--- src/source/order_book_cfg.svh ---
/* order book sizing for stocks, book depth and the order field widths */
`ifndef ORDER_BOOK_CFG_SVH
`define ORDER_BOOK_CFG_SVH

// book shape
`define OB_NUM_STOCKS 4
`define OB_STOCK_W    2
`define OB_BOOK_DEPTH 8
`define OB_SLOT_W     3
// count runs 0 to OB_BOOK_DEPTH, so one bit wider than a slot index
`define OB_COUNT_W    4

// order fields
`define OB_PRICE_W    32
`define OB_QTY_W      16
`define OB_ID_W       32

`endif
--- src/source/order_book_pkg.sv ---
/* order book types: operation codes, book side and the order info word */
`default_nettype none

package order_book_pkg;

    // code 3 is carried on the bus but does nothing
    typedef enum logic [1:0] {
        OP_ADD     = 2'd0,
        OP_CANCEL  = 2'd1,
        OP_EXECUTE = 2'd2,
        OP_NONE    = 2'd3
    } order_op_e;

    typedef enum logic {
        SIDE_BID = 1'b0,
        SIDE_ASK = 1'b1
    } order_side_e;

    // info word as stored in the book, or split into its fields
    typedef union packed {
        logic [31:0] raw;
        struct packed {
            logic [11:0] spare;
            logic [1:0]  stock;
            order_op_e   op;
            logic [15:0] qty;
        } fields;
    } order_info_u;

endpackage

`default_nettype wire

--- src/source/order_ctrl.sv ---
/* command FSM: takes a parser command, searches by id, updates the
   store, starts the rescan and holds the result for the trading logic */
`timescale 1ns/1ps
`default_nettype none

`include "order_book_cfg.svh"

module order_ctrl (
    input  wire                               i_clk,
    input  wire                               i_reset_n,
    input  wire                               i_data_valid,
    input  wire order_book_pkg::order_op_e    i_op,
    input  wire order_book_pkg::order_side_e  i_side,
    input  wire [`OB_STOCK_W-1:0]             i_stock_id,
    input  wire [`OB_QTY_W-1:0]               i_quantity,
    input  wire [`OB_PRICE_W-1:0]             i_price,
    input  wire [`OB_ID_W-1:0]                i_order_id,
    input  wire                               i_trading_logic_ready,
    input  wire [`OB_COUNT_W-1:0]             i_count,
    input  wire                               i_full,
    input  wire order_book_pkg::order_info_u  i_rd_info,
    input  wire [`OB_ID_W-1:0]                i_rd_id,
    input  wire                               i_scan_done,
    output order_book_pkg::order_side_e       o_side,
    output logic [`OB_STOCK_W-1:0]            o_stock,
    output logic [`OB_SLOT_W-1:0]             o_rd_slot,
    output logic                              o_append,
    output order_book_pkg::order_info_u       o_info,
    output logic [`OB_PRICE_W-1:0]            o_price,
    output logic [`OB_ID_W-1:0]               o_id,
    output logic                              o_set_qty,
    output logic [`OB_QTY_W-1:0]              o_new_qty,
    output logic                              o_remove,
    output logic                              o_scan_start,
    output logic                              o_book_busy,
    output logic                              o_data_valid,
    output logic                              o_hit
);

    localparam logic [2:0] ST_IDLE   = 3'd0;
    localparam logic [2:0] ST_SEARCH = 3'd1;
    localparam logic [2:0] ST_UPDATE = 3'd2;
    localparam logic [2:0] ST_SCAN   = 3'd3;
    localparam logic [2:0] ST_DONE   = 3'd4;

    logic [2:0]                  state_q;
    logic [`OB_COUNT_W-1:0]      slot_q;
    logic                        hit_q;

    // latched command
    order_book_pkg::order_op_e   op_q;
    order_book_pkg::order_side_e side_q;
    logic [`OB_STOCK_W-1:0]      stock_q;
    logic [`OB_QTY_W-1:0]        qty_q;
    logic [`OB_PRICE_W-1:0]      price_q;
    logic [`OB_ID_W-1:0]         id_q;

    logic                        accept;
    logic                        in_update;
    logic                        is_add;
    logic                        exec_all;

    assign accept    = (state_q == ST_IDLE) && i_data_valid &&
                       (i_op != order_book_pkg::OP_NONE);
    assign in_update = (state_q == ST_UPDATE);
    assign is_add    = (op_q == order_book_pkg::OP_ADD);

    // executed quantity covers what is left on the order
    assign exec_all  = (qty_q >= i_rd_info.fields.qty);

    always_comb begin
        o_info              = '0;
        o_info.fields.stock = stock_q;
        o_info.fields.op    = op_q;
        o_info.fields.qty   = qty_q;
    end

    assign o_side    = side_q;
    assign o_stock   = stock_q;
    assign o_rd_slot = slot_q[`OB_SLOT_W-1:0];
    assign o_price   = price_q;
    assign o_id      = id_q;

    // all store writes happen in the single update cycle
    assign o_append  = in_update && is_add && !i_full;
    assign o_remove  = in_update && !is_add &&
                       ((op_q == order_book_pkg::OP_CANCEL) || exec_all);
    assign o_set_qty = in_update && (op_q == order_book_pkg::OP_EXECUTE) && !exec_all;
    assign o_new_qty = i_rd_info.fields.qty - qty_q;

    // a rejected add leaves the book untouched, so no rescan
    assign o_scan_start = in_update && !(is_add && i_full);

    assign o_book_busy  = (state_q != ST_IDLE);
    assign o_data_valid = (state_q == ST_DONE);
    assign o_hit        = hit_q;

    always_ff @(posedge i_clk) begin
        if (accept) begin
            op_q    <= i_op;
            side_q  <= i_side;
            stock_q <= i_stock_id;
            qty_q   <= i_quantity;
            price_q <= i_price;
            id_q    <= i_order_id;
        end
    end

    always_ff @(posedge i_clk) begin
        if (!i_reset_n) begin
            state_q <= ST_IDLE;
            slot_q  <= '0;
            hit_q   <= 1'b0;
        end else begin
            case (state_q)
                ST_IDLE: begin
                    if (accept) begin
                        hit_q   <= 1'b0;
                        slot_q  <= '0;
                        state_q <= (i_op == order_book_pkg::OP_ADD) ? ST_UPDATE : ST_SEARCH;
                    end
                end
                ST_SEARCH: begin
                    // walked past the last live order without a match
                    if (slot_q >= i_count) begin
                        state_q <= ST_DONE;
                    end else if (i_rd_id == id_q) begin
                        hit_q   <= 1'b1;
                        state_q <= ST_UPDATE;
                    end else begin
                        slot_q <= slot_q + 1'b1;
                    end
                end
                ST_UPDATE: begin
                    if (is_add) begin
                        hit_q <= !i_full;
                    end
                    state_q <= (is_add && i_full) ? ST_DONE : ST_SCAN;
                end
                ST_SCAN: begin
                    if (i_scan_done) begin
                        state_q <= ST_DONE;
                    end
                end
                ST_DONE: begin
                    if (i_trading_logic_ready) begin
                        state_q <= ST_IDLE;
                    end
                end
                default: begin
                    state_q <= ST_IDLE;
                end
            endcase
        end
    end

endmodule

`default_nettype wire

--- config.mk ---
export PLATFORM = sky130hd
export DESIGN_NAME = order_ctrl
export DESIGN_NICKNAME = d
export VERILOG_FILES = /design/src/source/order_book_pkg.sv /design/src/source/order_ctrl.sv
export VERILOG_INCLUDE_DIRS = /design/src /design/src/source
export SDC_FILE = /design/constraint.sdc
export NUM_CORES = 1
export LEC_CHECK = 0
export BUFFER_PORTS_ARGS = -buffer_cell sky130_fd_sc_hd__buf_2
export CAP_MARGIN = 0
export CORE_AREA = 2 2 109 111
export DETAILED_ROUTE_END_ITERATION = 10
export DIE_AREA = 0 0 111 113
export GPL_ROUTABILITY_DRIVEN = 0
export GPL_TIMING_DRIVEN = 0
export PLACE_DENSITY = 0.81
export REMOVE_ABC_BUFFERS = 1
export SYNTH_ARGS = -nofsm -noshare
export SYNTH_HDL_FRONTEND = slang
export SYNTH_SLANG_ARGS = --single-unit
export TNS_END_PERCENT = 20
--- constraint.sdc ---
create_clock -name i_clk -period 3.6 [get_ports i_clk]
set_input_delay 0 -clock i_clk [delete_from_list [all_inputs] [get_ports i_clk]]
set_output_delay 0 -clock i_clk [all_outputs]
set_load 0.005 [all_outputs]
# Word-level counts from Yosys, hierarchy flattened
# Index checks and enable logic that the tools add are counted.
[classes]
add_sub_neg = 2
n_mul = 0
n_div = 0
order_cmp = 2
eq_ne = 16
n_shift = 0
muxes = 17
n_bitwise = 0
n_reduce_logical = 24
[op_table]
columns = ["op", "count"]
rows = [
  ["$eq 32x32->1", 1],
  ["$mux 3", 6],
  ["$ge 16x16->1", 1],
  ["$sub 16x16->16", 1],
  ["$pmux 3 s5", 1],
  ["$ne 2x2->1 const B", 7],
  ["$mux 4", 3],
  ["$logic_and 1x1->1", 10],
  ["$pmux 4 s2", 1],
  ["$reduce_and 4->1", 2],
  ["$eq 3x2->1 const B", 2],
  ["$reduce_bool 3->1", 2],
  ["$reduce_and 5->1", 1],
  ["$add 4x1->4 const B", 1],
  ["$ge 4x4->1", 1],
  ["$logic_not 1->1", 4],
  ["$logic_not 2->1", 2],
  ["$mux 1", 4],
  ["$eq 3x1->1 const B", 1],
  ["$eq 3x3->1 const B", 1],
  ["$logic_not 3->1", 1],
  ["$ne 3x3->1 const B", 1],
  ["$pmux 1 s3", 1],
  ["$eq 2x1->1 const B", 1],
  ["other kinds (5)", 5],
]
[word_totals]
reg_bits = 93
latch_bits = 0
ram_bits = 0
romBits = 0
inputBits = 159
output_inout_bits = 125
word_cells = 70
n_memories = 0

# Logic depth before layout (Yosys ltp)
[logic_depth]
word_depth = 5
ltp_mapped = 9

# Worst setup path after synthesis
# No wires, ideal clock.
[synth_path]
path_type = "register to register"
startpoint = "reg state_q[1]"
endpoint = "reg id_q[0] (netlist: o_id[0]), enable pin"
setup_ps = 439
arrival_ps = 2838
t_required_ps = 3161
slack_ps = 323
path_stages_with_launch = 5
n_path_buf = 1
synth_period_minus_slack_ps = 3277
path_cell_list = "dfxtp_1 -> clkbuf_1 -> or3_1 -> or2_2 -> inv_1"
[synth_between]
elab_chain_len = 3
[synth_rtl]
columns = ["item", "line", "source"]
rows = [
  ["from (decl)", "order_ctrl.sv:46", "logic [2:0] state_q;"],
  ["from (signal assigned)", "order_ctrl.sv:120", "state_q <= (i_op == order_book_pkg::OP_ADD) ? ST_UPDATE : ST_SEARCH;"],
  ["from (signal assigned)", "order_ctrl.sv:138", "state_q <= (is_add && i_full) ? ST_DONE : ST_SCAN;"],
  ["$logic_not 3->1", "order_ctrl.sv:63", "assign accept = (state_q == ST_IDLE) && i_data_valid &&"],
  ["$logic_and 1x1->1 (2 in a row)", "order_ctrl.sv:63", ""],
  ["named net accept", "order_ctrl.sv:58", "logic accept;"],
  ["to (signal assigned)", "order_ctrl.sv:105", "id_q <= i_order_id;"],
  ["to (decl)", "order_ctrl.sv:56", "logic [`OB_ID_W-1:0] id_q;"],
]
# The timed path passes the listed nets, and every way through them passes these cells.
# A chain may end at the register's enable or synchronous reset.

# Final worst setup path
[layout_path]
startpoint = "reg qty_q[0]"
endpoint = "out o_set_qty"
[layout_between]
elab_chain_len = 3
[layout_rtl]
columns = ["item", "line", "source"]
rows = [
  ["from (decl)", "order_ctrl.sv:54", "logic [`OB_QTY_W-1:0] qty_q;"],
  ["from (signal assigned)", "order_ctrl.sv:103", "qty_q <= i_quantity;"],
  ["$ge 16x16->1", "order_ctrl.sv:69", "assign exec_all = (qty_q >= i_rd_info.fields.qty);"],
  ["$logic_not 1->1", "order_ctrl.sv:88", "assign o_set_qty = in_update && (op_q == order_book_pkg::OP_EXECUTE) && !exec_all;"],
  ["$logic_and 1x1->1", "order_ctrl.sv:88", ""],
  ["to (decl)", "order_ctrl.sv:31", "output logic o_set_qty,"],
]
# Every way passes these cells.

==> summary.md <==
| Metric | Value |
|---|---|
| Syn avg cell area | `~13 um2` |
| Synth-to-layout area growth | `57.1%` |
| Synth Flop Type | `edfxtp_1` |
| Proportion of synthesized area in mux cells | `0.694%` |
| Area contributors post-synth | `edfxtp_1 57%, xor2_1 6.8%, ha_1 5.8%, dfxtp_1 3.6%, buf_4 3.0%` |
| Asr flop ratio synth | `0%` |
| CP Cell Sequence | `ha_1 -> fa_1 -> nor2b_1 -> o211ai_1 -> a21oi_2 -> a211oi_2 -> o21ai_1 -> and3_1 -> buf_2` |
| Number of synthesized flops with an enable pin | `85` |
| Drt pass-1 iters | `4` |
| Share of the synthesized area in the top cell type | `between 50% and 60%` |
| Num CTS Buffers | `9` |
| Main combinational cell family by area after synthesis | `compound AO/OA/AOI/OAI gates` |
| Delay-heaviest family, CP | `compound AO/OA/AOI/OAI gates` |
| Pwr dens | `465 nW/um2` |
| Yosys top cell by area | `edfxtp_1` |
| Minimum clock period | `between 2 and 3 ns` |
| Clk pwr share | `31.7%` |
| Post-CTS Resized | `0` |
| R2R depth | `8` |
| Post-synthesis xor/xnor area fraction | `approximately 8.7%` |
| Synth cell types | `a little over 50` |
| Final ANT Viol Nets | `0` |
| Reg power frac | `between 40% and 50%` |
| DR DRC count | `0` |
| CTS tree | `done` |
| Synth Area in Simple Gates | `under 10%` |
| VDD IR max | `0.283 mV` |
| Number of global-route vias before repair | `between 4,000 and 5,000` |
| Unrepaired setup endpoints after global routing | `false` |
| Reg clk slew, reported paths | `about 0.07 ns` |
| P_sw | `a little over 0.9 mW` |
| CP Depth | `9` |
| Die area | `~13,000 um2` |
| Row count | `39` |
| CP max stage delay | `0.41 ns` |
| Number of max-cap violations | `0` |
| Total gr overflow | `0` |
| Worst setup margin | `0.910 ns` |
| Tightest Hold Check Type | `input port to flop` |
| CTS sink cnt | `93` |
| Initial antenna violation count | `0` |
| Sw Ratio | `~28%` |
| Height of the chip | `~110 um` |
| Hold Path Depth | `4` |
| Yosys reg bits | `93` |
| Core area | `11,300 um2` |
| Crit-path max FO | `5` |
| Post-Syn Instances | `approximately 350` |
| Post-synthesis adder-cell area fraction | `under 10%` |
| GRT Total Usage | `between 20% and 30%` |
| Starting Density | `about two fifths` |
| Seq/Total Area, Yosys | `about 60%` |
| Cells after DPL | `about 740` |
| WP data required | `around 3.6 ns` |
| Max Fclk | `0.372 GHz` |
| Critical path buffers and inverters | `1` |
| Total number of vias | `approximately 4,100` |
| Critical Path Start Type | `flop` |
| Drt total wl | `14,600 um` |
| Share of cells above drive strength 1 | `40.8%` |
| Nature of the critical path endpoint | `output port` |
| Non-filler instance count after layout | `839` |
| WL/cell | `about 17 um` |
| Final Slew Violations | `0` |
| Status | `complete, no violations` |
| Die X-Extent | `111 um` |
| # setup viols final | `0` |
| Iter 0 DRT Violations | `between 300 and 400` |
| Largest net degree at the start of global routing | `53` |
| Max clock buf depth | `2` |
| # diodes | `0` |
| Buffers on Ports | `255` |
| Root Driver | `clkbuf_16` |
| Combinational Power Share | `about a quarter` |
| First-pass GRT wire length | `between 20,000 and 25,000 um` |
| Mapped Area | `4510 um2` |
| Leak | `approximately 3.2 nW` |
| Post-place setup slack | `~0.71 ns` |
| Slew @ Worst Pin | `approximately 0.7 ns` |
| Htree depth | `3` |
| Slowest CP cell | `fa_1` |
| Post-layout nets | `around 870` |
| Post-route clock period utilization | `between 70% and 80%` |
| Pint | `approximately 2.4 mW` |
| Post-synthesis compound-gate area fraction | `10.4%` |
| Yosys Warn Count | `0` |
| Clock Skews | `0.0139 ns` |
| IO Pins | `284` |
| Clk_lat worst skew | `roughly 0.34 ns` |
| Detailed Place HPWL | `~10,000 um` |
| Critical Path AT | `between 2 and 3 ns` |
| Final Hold Viols | `0` |
| CP Class | `flop to output port` |
| Routed vias/inst | `between 4 and 5` |
| Slew margin rel. | `between 50% and 60%` |
[worst min-delay path, stage by stage]
cell	delay, ns
buf_2	0.08
nor2b_1	0.05
o21ai_0	0.28
a2111oi_4	0.09
[power groups by stage]
stage	logic [mW]	registers [mW]	clock network, mW
after floorplan	0.359	1.45	0
after global placement	0.697	1.45	0
after detailed placement	0.736	1.44	0
after CTS	0.812	1.42	1.05
after global routing	0.896	1.43	1.10
final	0.826	1.42	1.04
[cell usage in the layout (no fill, tap or decap), types with 4 or more instances in the layout]
master,instances
xnor2_1,10
nand3_1,7
clkbuf_16,9
o21ai_0,7
nand2_1,13
conb_1,12
nor4_1,9
a21oi_1,19
dfxtp_1,8
ha_1,21
and3_1,4
o21a_1,4
buf_2,255
nor2_1,16
edfxtp_1,85
inv_1,28
a21o_1,5
a211oi_2,4
dlygate4sd3_1,87
xor2_1,35
[cell usage after synthesis (all sizes together) (4+ instances only)]
library cell and number:
xor2 35, a21o 5, xnor2 10, inv 29
nand2 13, ha 21, dfxtp 8, edfxtp 85
a211oi 7, o21ai 10, buf 20, nor2 16
o21a 4, a21oi 20, nor4 9, nand3 7
and3 4
[through the flow]
step	TNS, ns	total power [mW]	hold slack (ns)	util [%]	area [um2]
2_1_floorplan	0	1.81	0.0341	-	4390
3_5_place_dp	0	2.17	0.178	52.1	5880
4_1_cts	0	3.28	0.211	62.7	7070
3_3_place_gp	-29.26	2.14	0.176	51.9	5850
5_1_grt	0	3.43	0.247	62.8	7080
6_report	0	3.29	0.222	62.8	7080
[routing by layer]
layer	track usage [%]	wire, um	vias up
met1	24.9	5390	1951
met2	42.5	7650	234
met3	5.95	1070	33
li1	-	-	1928
met5	0	0	-
met4	9.50	469	0
[cell families after synthesis]
| kind of cell | count (synthesis) |
|---|---|
| buf+inv | 52 |
| simple gates | 68 |
| fa+ha+maj | 22 |
| xor+xnor | 45 |
| other cells | 1 |
| compound gates | 64 |
| mux | 3 |
| flops | 93 |
[flip-flops by register name (all words and copies together), names as in the netlist]
register	cells
o_id	32
o_price	32
qty_q	16
slot_q	4
state_q	3
o_stock	2
op_q	2
o_hit	1
o_side	1
[area by class of cell]
type	instances	area [um2]
fill	847	4200
timing repair buffer	344	2180
clock inverter	6	93.8
multi-input combinational	214	1570
inverter	29	111
sequential	93	2710
clock buffer	10	229
tap	143	179
[final timing paths]
path	endpoint	start	slack, ns
hold reg to reg	o_hit	o_hit	0.52
setup reg to reg	slot_q[0]	slot_q[0]	1.09
setup / recovery	o_set_qty	qty_q[0]	0.91
hold / removal	state_q[1]	i_scan_done	0.22
[repair_timing]
| action | CTS | global route |
|---|---|---|
| setup buffers | 0 | 0 |
| hold buffers | 87 | 0 |
| endpoints found under the hold margin | 87 | 0 |
(Power assumes the default switching activity.)
