## src/source/order_book_cfg.svh

```systemverilog
/* order book sizing for stocks, book depth and the order field widths */
`ifndef ORDER_BOOK_CFG_SVH
`define ORDER_BOOK_CFG_SVH

// book shape
`define OB_NUM_STOCKS 4
`define OB_STOCK_W    2
`define OB_BOOK_DEPTH 8
`define OB_SLOT_W     3
// count runs 0 to OB_BOOK_DEPTH, so one bit wider than a slot index
`define OB_COUNT_W    4

// order fields
`define OB_PRICE_W    32
`define OB_QTY_W      16
`define OB_ID_W       32

`endif
```

## src/source/order_book_pkg.sv

```systemverilog
/* order book types: operation codes, book side and the order info word */
`default_nettype none

package order_book_pkg;

    // code 3 is carried on the bus but does nothing
    typedef enum logic [1:0] {
        OP_ADD     = 2'd0,
        OP_CANCEL  = 2'd1,
        OP_EXECUTE = 2'd2,
        OP_NONE    = 2'd3
    } order_op_e;

    typedef enum logic {
        SIDE_BID = 1'b0,
        SIDE_ASK = 1'b1
    } order_side_e;

    // info word as stored in the book, or split into its fields
    typedef union packed {
        logic [31:0] raw;
        struct packed {
            logic [11:0] spare;
            logic [1:0]  stock;
            order_op_e   op;
            logic [15:0] qty;
        } fields;
    } order_info_u;

endpackage

`default_nettype wire

```

## src/source/best_price_tracker.sv

```systemverilog
/* best price scan over one side of one stock, with a per-stock cache
   of the best bid and best ask */
`timescale 1ns/1ps
`default_nettype none

`include "order_book_cfg.svh"

module best_price_tracker (
    input  wire                               i_clk,
    input  wire                               i_reset_n,
    input  wire                               i_start,
    input  wire order_book_pkg::order_side_e  i_side,
    input  wire [`OB_STOCK_W-1:0]             i_stock,
    input  wire [`OB_COUNT_W-1:0]             i_count,
    input  wire [`OB_PRICE_W-1:0]             i_scan_price,
    input  wire [`OB_STOCK_W-1:0]             i_query_stock,
    output logic [`OB_SLOT_W-1:0]             o_scan_slot,
    output logic                              o_done,
    output logic [`OB_PRICE_W-1:0]            o_best_bid,
    output logic [`OB_PRICE_W-1:0]            o_best_ask
);

    logic                   active_q;
    logic [`OB_COUNT_W-1:0] slot_q;
    logic [`OB_PRICE_W-1:0] best_q;
    logic [`OB_PRICE_W-1:0] bid_cache [`OB_NUM_STOCKS];
    logic [`OB_PRICE_W-1:0] ask_cache [`OB_NUM_STOCKS];
    logic                   better;
    logic [`OB_PRICE_W-1:0] result;

    assign o_scan_slot = slot_q[`OB_SLOT_W-1:0];

    // every live slot has been looked at
    assign o_done = active_q && (slot_q == i_count);

    // highest price wins on the bid side, lowest on the ask side
    always_comb begin
        if (i_side == order_book_pkg::SIDE_BID) begin
            better = (i_scan_price > best_q);
        end else begin
            better = (i_scan_price < best_q);
        end
    end

    // an empty side reports zero
    assign result = (i_count == '0) ? '0 : best_q;

    always_ff @(posedge i_clk) begin
        if (!i_reset_n) begin
            active_q <= 1'b0;
            slot_q   <= '0;
            for (int st = 0; st < `OB_NUM_STOCKS; st++) begin
                bid_cache[st] <= '0;
                ask_cache[st] <= '0;
            end
        end else if (!active_q) begin
            if (i_start) begin
                active_q <= 1'b1;
                slot_q   <= '0;
            end
        end else if (o_done) begin
            active_q <= 1'b0;
            if (i_side == order_book_pkg::SIDE_BID) begin
                bid_cache[i_stock] <= result;
            end else begin
                ask_cache[i_stock] <= result;
            end
        end else begin
            slot_q <= slot_q + 1'b1;
        end
    end

    // running best is seeded so the first live slot always wins
    always_ff @(posedge i_clk) begin
        if (!active_q && i_start) begin
            best_q <= (i_side == order_book_pkg::SIDE_BID) ? '0 : '1;
        end else if (active_q && !o_done && better) begin
            best_q <= i_scan_price;
        end
    end

    assign o_best_bid = bid_cache[i_query_stock];
    assign o_best_ask = ask_cache[i_query_stock];

endmodule

`default_nettype wire

```

## config.mk

```make
export PLATFORM = sky130hd
export DESIGN_NAME = best_price_tracker
export DESIGN_NICKNAME = d
export VERILOG_FILES = /design/src/source/order_book_pkg.sv /design/src/source/best_price_tracker.sv
export VERILOG_INCLUDE_DIRS = /design/src /design/src/source
export SDC_FILE = /design/constraint.sdc
export NUM_CORES = 1
export LEC_CHECK = 0
export BUFFER_PORTS_ARGS = -buffer_cell sky130_fd_sc_hd__buf_2
export CORE_ASPECT_RATIO = 0.8
export CORE_MARGIN = 10
export CORE_UTILIZATION = 30
export DETAILED_ROUTE_END_ITERATION = 10
export PLACE_DENSITY_LB_ADDON = 0.12
export SETUP_SLACK_MARGIN = 0.02
export SYNTH_ARGS = -nofsm -noshare
export SYNTH_HDL_FRONTEND = slang
export SYNTH_SLANG_ARGS = --single-unit
```

## constraint.sdc

```tcl
create_clock -name i_clk -period 4.7 [get_ports i_clk]
set_input_delay 0.705 -clock i_clk [delete_from_list [all_inputs] [get_ports i_clk]]
set_output_delay 0.705 -clock i_clk [all_outputs]
set_load 0.01 [all_outputs]
```

### After elaboration in Yosys (flattened, before gate mapping)

Memory sizes are Yosys's and may differ from the RTL's.
Index checks and enable logic that the tools add are counted.

| storage, ports and cells | value |
|---|---|
| bits in latches | 0 |
| flip-flop bits (word level) | 37 |
| output and inout port bits | 68 |
| memories kept | 2 |
| memory bits (read-only) | 0 |
| RAM bits | 256 |
| logic and storage cells | 50 |

| operators by class | value |
|---|---|
| magnitude comparators | 2 |
| reduce and logical (&&, ||, !) cells | 12 |
| $add $sub $neg | 1 |
| multiply operators | 0 |
| div/mod/pow operators | 0 |
| equality and inequality tests | 2 |
| multiplexer cells | 28 |
| bitwise gates (word level) | 0 |
| shift-type cells | 0 |

Memories:

| name | depth | bits a word | rd ports | clocked after memory_dff | wr ports | RTL line | RTL |
|---|---|---|---|---|---|---|---|
| ask_cache | 4 | 32 | 1 | 0 | 4 | best_price_tracker.sv:27 | `` logic [`OB_PRICE_W-1:0] ask_cache [`OB_NUM_STOCKS]; `` |
| bid_cache | 4 | 32 | 1 | 0 | 4 | best_price_tracker.sv:26 | `` logic [`OB_PRICE_W-1:0] bid_cache [`OB_NUM_STOCKS]; `` |

Operators with widths:

| operator | number |
|---|---|
| 2-to-1 mux 32 bit | 6 |
| OR reduction 32 bit | 2 |
| greater-than comparator 32 bit | 1 |
| less-than comparator 32 bit | 1 |
| 2-to-1 mux 1 bit | 17 |
| 2-to-1 mux 4 bit | 3 |
| adder 4 x 1 -> 4 bit (second input constant) | 1 |
| equality test 4 bit | 1 |
| logical AND 1 bit | 4 |
| zero test 4 bit | 1 |
| 2-to-1 mux 2 bit | 2 |
| nonzero test 2 bit | 2 |
| zero test 1 bit | 2 |
| inequality test 2 bit (second input constant) | 1 |
| AND reduction 2 bit | 1 |

### Longest topological paths before layout

Gate-level depths: netlist (run 1).

| depth | value |
|---|---|
| word-level depth | 8 |
| depth in mapped cells | 9 |
| depth with buffers taken out | 8 |

### Worst setup path after synthesis (run 1)

OpenSTA, ideal clock, no wires.

| timing | value |
|---|---|
| path kind | input-to-reg |
| from | input port i_count[1] |
| to | memory ask_cache[1][0] (netlist bit), enable pin |
| path slack | 0.426 ns |
| stages | 6 |
| library setup time | 0.466 ns |
| buffers on the path | 0 |
| arrival | 3.808 ns |
| required time | 4.234 ns |
| path through | xor2_1 nor4_2 nand2_1 clkinv_2 nand2_1 o21ai_0 |

RTL lines:

| what | RTL line | RTL |
|---|---|---|
| start: declaration | best_price_tracker.sv:14 | `` input wire [`OB_COUNT_W-1:0] i_count, `` |
| end: declaration | best_price_tracker.sv:27 |  |

### Worst setup path in the final report (run 1)

| timing | value |
|---|---|
| from | input port i_query_stock[0] |
| to | output port o_best_bid[1] |

| on the way | value |
|---|---|
| longest elaborated chain between the ends | 1 |

Ends and longest elaborated chain:

| what | RTL line | RTL |
|---|---|---|
| start: declaration | best_price_tracker.sv:16 | `` input wire [`OB_STOCK_W-1:0] i_query_stock, `` |
| memory read (4 x 32 bit) | -- |  |
| end: declaration | best_price_tracker.sv:19 | `` output logic [`OB_PRICE_W-1:0] o_best_bid, `` |

No other way between the ends.

==> impl_metrics.toml, run 1 <==
[cells_and_area]
area_growth_pct = 17.3
multi_input_area_mm2 = 0.00398
regArea_mm2 = 0.00875
final.fill_count = 4212
drive_gt1_frac = 0.291
antennaDiodeCount = 0
layout.nets = 1126

[sta]
hold_viol_final = 0
skew_ns = 0.0134
setup-violations-final = 0
final.setup.tns_ns = 0
slew_violations = 0
period_needed_ns = 3.23
worstMarginPinSlew_ns = 1.15
timing.fmax_ghz = 0.310
rsz0062_at_grt = "no"
timing.slew.headroom = 0.230
fin_crit_sh = 0.687

[clocking]
cts.sinks = 293
cts.htree.levels = 2
tritoncts.num_buffers = 34
clk_latency_ns = 0.52
hold_buffers = 0
cts_post_setup_buffers_inserted = 0
cts_buffer_depth = 3
cts_tree = "done"
cts_root_buf = "clkbuf_16"
cts.reportedPaths.clkPinSlew_ns = 0.06
cts_resized = 0

[synth]
synthTopCellsByCount = "edfxtp_1 (288), nor2_1 (203), nand2_1 (114), mux4_2 (64), nor2_2 (58)"
ys.flop_type = "edfxtp_1"
synth-seq-cells = 293
synth_top_area_frac = 0.661
syn_area_mm2 = 0.0131
synth_xor_area_frac = 0.00334
synth-compound-area-share = 0.0165
synth_fa_ha_area_frac = 0.0315
synth.avg_cell_area_um2 = 14.0
synth_area_leaders = "edfxtp_1 (66%), mux4_2 (11%), nor2_1 (5.8%), nand2_1 (3.3%), ha_1 (3.2%)"
syn_inst = 935
synth-edff-count = 288
synthSimpleGateAreaFrac = 0.138
yosysMostFrequentCell = "edfxtp_1"
async_flop_share = 0
synth.net_count = 1012
synth_cell_type_count = 42
yosysWarnings = 0
ys_seq_area_frac = 0.668
synth_top_area_cell = "edfxtp_1"
synth_top_family_by_area = "simple AND/OR/NAND/NOR gates"
synthMuxAreaShare = 0.110

[global_route]
grt_pass1_wl_um = 56900
antenna_found_initial = 0
grt_util_all_layers = 0.148
first_global_vias = 8155
grt_max_degree = 65
globalRouteOverflowTotal = 0

[setup_path]
ff2ff_path_depth = 8
r2r_end = "bid_cache[2][3]"
rr_startpoint = "slot_q[1]"
worstSetupPathType = "in -> out"
crit_arrival_ns = 2.52
crit_slowest_cell = "buf_4"
r2r_slack_ns = 1.53
startpoint_type = "input pin"
worstPathRequired_ns = 3.99
worstPathCellList = "buf_4, buf_4, mux4_2, buf_2"
crit_path_frequent_cell = "buf_4"
endpoint_kind = "output pin"
cp_slowest_stage_delay_ns = 0.64
crit_fanout = 34

[floorplan]
die_w_um = 254
dieArea_mm2 = 0.0524
start_util = 0.304
fp.dieH_um = 207
rows = 68
coreArea_mm2 = 0.0431
top_level_ports = 112

[route]
drt-initial-drc-count = 659
routedWlPerCell_um = 23.6
vias = 7861
ant_nets = 0
drc_errors = 0
wirelength_um = 38500
viasPerCell = 4.82
firstDrtPassIters = 5

[place]
finalWeightedCongestion = 0.732
port_buffers = 111
dpl.hpwl_um = 24300

[hold_path]
hold_path.startpoint = "i_scan_price[19]"
whs_endpoint = "best_q[19]"
hp-class = "in -> reg"
whs_path_depth = 3

[power]
ir_drop_mv = 0.188
power_w = 0.00606
leakagePower_nw = 5.99
powerDensity_mw_per_mm2 = 395

[job]
drv_cap = 0

[run_status]
outcome = "completed"
-- critical path, delay by kind of cell --
family | cells | cell delay [ns]
buffers and inverters | 3 | 1.21
muxes | 1 | 0.57
-- worst max-delay path by stage --
stage / start / endpoint / depth (start not counted)
finish: i_query_stock[0] / o_best_bid[1] / 4
CTS: i_query_stock[0] / o_best_bid[1] / 4
global route: i_query_stock[0] / o_best_bid[1] / 4
global placement: i_count[1] / bid_cache[2][3] / 9
floorplan: i_count[1] / ask_cache[1][0] / 6
detailed placement: i_count[1] / bid_cache[2][3] / 9
-- layout by cell type, fill, tap and decap left out, types with 5 or more instances in the layout --
master     Yosys  routed
edfxtp_1     288     288
inv_1         32      32
buf_12         0       5
clkbuf_1      32      10
mux4_2        64      64
ha_1          33      33
nand3_1        7       7
o21ai_0        8       6
nand4_1        7       7
clkbuf_16      0      35
nor2_1       203     203
nor2_2        58      58
clkinv_1       0       8
a21oi_1       13      13
xor2_1         5       5
dfxtp_1        5       5
nand2_1      114     114
buf_4          3      23
buf_2         10     110
clkinv_2       1       5
-- cell families (layout without fill, tap and decap cells) --
group,after synthesis,in the layout
multiplexers,64,64
XOR/XNOR,5,5
adder cells (fa/ha/maj),33,33
buffers and inverters,93,230
AO/OA/AOI/OAI,35,35
flip-flops,293,293
AND/OR/NAND/NOR,412,412
-- power breakdown --
group | switching, W | internal, W
clock | 0.00104 | 0.00136
sequential | 0.0000455 | 0.00299
combinational | 0.000421 | 0.000201
-- layer usage --
layer | part of all wire | routed length, um | track usage
met5 | 0 | 0 | 0
met4 | 0.016 | 622 | 0.0339
met3 | 0.059 | 2270 | 0.0313
met2 | 0.43 | 16600 | 0.216
met1 | 0.49 | 19000 | 0.220
-- stage by stage --
stage | cells | area, um^2 | setup slack, ns | hold WS [ns] | util
final | 1632 | 15400 | 1.47 | 0.483 | 0.356
after global routing | 1632 | 15400 | 1.32 | 0.485 | 0.356
after CTS | 1632 | 15400 | 1.38 | 0.458 | 0.356
after detailed placement | 1573 | 14400 | 1.11 | 0.561 | 0.333
after global placement | 1573 | 14400 | 1.13 | 0.553 | 0.333
after floorplan | 935 | 13100 | 0.426 | 0.507 | -
-- area by class of cell --
class | instances | share of cell area
Inverter | 33 | 0.00815
Clock inverter | 14 | 0.00432
Multi-Input combinational cell | 549 | 0.259
Tap cell | 560 | 0.0456
Clock buffer | 45 | 0.0595
Sequential cell | 293 | 0.570
Timing Repair Buffer | 138 | 0.0536
-- state kept, by name, summed over array words and instances, names as in the netlist --
register and flops:
active_q 1, slot_q 4, ask_cache 128, best_q 32
bid_cache 128
Power figures use the tool's default switching activity.
==> run 2: changes to the inputs <==
==> constraint.sdc (replaced) <==
create_clock -name i_clk -period 2.7 [get_ports i_clk]
set_input_delay 0.405 -clock i_clk [delete_from_list [all_inputs] [get_ports i_clk]]
set_output_delay 0.405 -clock i_clk [all_outputs]
set_load 0.01 [all_outputs]
==> impl_metrics.toml, run 2 (synthesized netlist as in run 1, its figures left out) <==
[sta]
setup-violations-final = 0
rsz0062_at_grt = "no"
skew_ns = 0.0175
slew_violations = 0
hold_viol_final = 0
period_needed_ns = 2.62
whs_ns = 0.184
fin_crit_sh = 0.970
timing.fmax_ghz = 0.382
worstMarginPinSlew_ns = 0.578
final.setup.tns_ns = 0
timing.slew.headroom = 0.614

[floorplan]
coreArea_mm2 = 0.0431
fp.dieH_um = 207
rows = 68
die_w_um = 254
start_util = 0.304
top_level_ports = 112
dieArea_mm2 = 0.0524

[run_status]
outcome = "completed"

[clocking]
tritoncts.num_buffers = 34
cts.reportedPaths.clkPinSlew_ns = 0.06
cts.htree.levels = 2
cts_root_buf = "clkbuf_16"
hold_buffers = 0
cts.sinks = 293
cts_buffer_depth = 3
cts_tree = "done"
clk_latency_ns = 0.53

[global_route]
grt_util_all_layers = 0.144
grt_pass1_wl_um = 55800
first_global_vias = 8273
antenna_found_initial = 1
globalRouteOverflowTotal = 0
grt_max_degree = 33

[place]
finalWeightedCongestion = 0.755
dpl.hpwl_um = 24300
dp.cells = 1598
port_buffers = 111
postPlaceCellArea_mm2 = 0.0147

[route]
drt-initial-drc-count = 597
drc_errors = 0
vias = 7899
wirelength_um = 37500
ant_nets = 0
firstDrtPassIters = 5
routedWlPerCell_um = 22.5
viasPerCell = 4.74

[setup_path]
r2r_end = "best_q[30]"
crit_fanout = 8
r2r_slack_ns = 0.08
crit_start = "best_q[7]"
startpoint_type = "flip-flop"
worstSetupPathType = "reg -> reg"
worstPathRequired_ns = 2.98
crit_arrival_ns = 2.90
crit_end = "best_q[30]"
ff2ff_path_depth = 9
endpoint_kind = "flip-flop"
rr_startpoint = "best_q[7]"

[cells_and_area]
drive_gt1_frac = 0.327
layout.cells.non_filler = 1665
multi_input_area_mm2 = 0.00407
final_cell_mix = "edfxtp_1 (288), nor2_1 (203), nand2_1 (110), buf_2 (110), mux4_2 (64)"
reg_top3 = "ask_cache x128, bid_cache x128, best_q x32"
regArea_mm2 = 0.00875
final.fill_count = 4116
layout.nets = 1156
finalInstanceArea_mm2 = 0.0160
antennaDiodeCount = 0
mostFrequentLayoutCell = "edfxtp_1"
area_growth_pct = 22.1

[hold_path]
hp-class = "in -> reg"
whs_path_depth = 3

[power]
leakagePower_nw = 6.27
ir_drop_mv = 0.384
powerDensity_mw_per_mm2 = 687

[job]
drv_cap = 0
## run 2: how the worst min path moves through the flow
stage	start	end	slack, ns
global route	i_scan_price[18]	best_q[18]	0.18
floorplan	slot_q[1]	slot_q[1]	0.51
global placement	slot_q[1]	slot_q[1]	0.55
CTS	i_scan_price[18]	best_q[18]	0.16
finish	i_scan_price[27]	best_q[27]	0.18
detailed placement	slot_q[1]	slot_q[1]	0.56
## run 2: metrics by stage
stage / setup slack, ns / total power, W / util
floorplan: -0.445 / 0.00597 / -
global placement: -0.180 / 0.00652 / 0.342
detailed placement: -0.184 / 0.00652 / 0.342
CTS: 0.0365 / 0.0111 / 0.367
global route: 0.00813 / 0.0114 / 0.371
finish: 0.0813 / 0.0110 / 0.371
## run 2: layout make-up
class,count,share of cell area
sequential,293,0.547
multi-input combinational,549,0.255
timing repair buffer,168,0.0782
clock buffer,39,0.0557
tap,560,0.0438
clock inverter,23,0.0126
inverter,33,0.00782
## run 2: critical path, stage by stage, from the launching register on
cell and delay, ns:
edfxtp_1 0.39, inv_1 0.07, ha_1 0.24, a21oi_2 0.16, o21ai_2 0.10, a221o_1 0.32
o31a_1 0.25, or3_1 0.38, a41o_4 0.28, clkbuf_16 0.18
## run 2: metal layers
metal  vias up  GRT usage  wire length [um]
met1      4042      0.200             17800
met5         -          0                 0
met4         0     0.0296               525
met3        37     0.0272              1700
met2       166      0.231             17500
li1       3654          -                 -
## run 2: what timing repair did
action,4_1_cts,5_1_grt
pin swaps,0,9
setup endpoints to repair,32,139
cloned,0,2
resized for setup,1,13
buffers inserted,0,3
## run 2: power by group
part | leakage [nW] | total [W] | switching (W) | internal (W)
clock network | 0.533 | 0.00453 | 0.00187 | 0.00266
registers | 2.99 | 0.00527 | 0.0000724 | 0.00520
logic | 2.74 | 0.00118 | 0.000739 | 0.000440
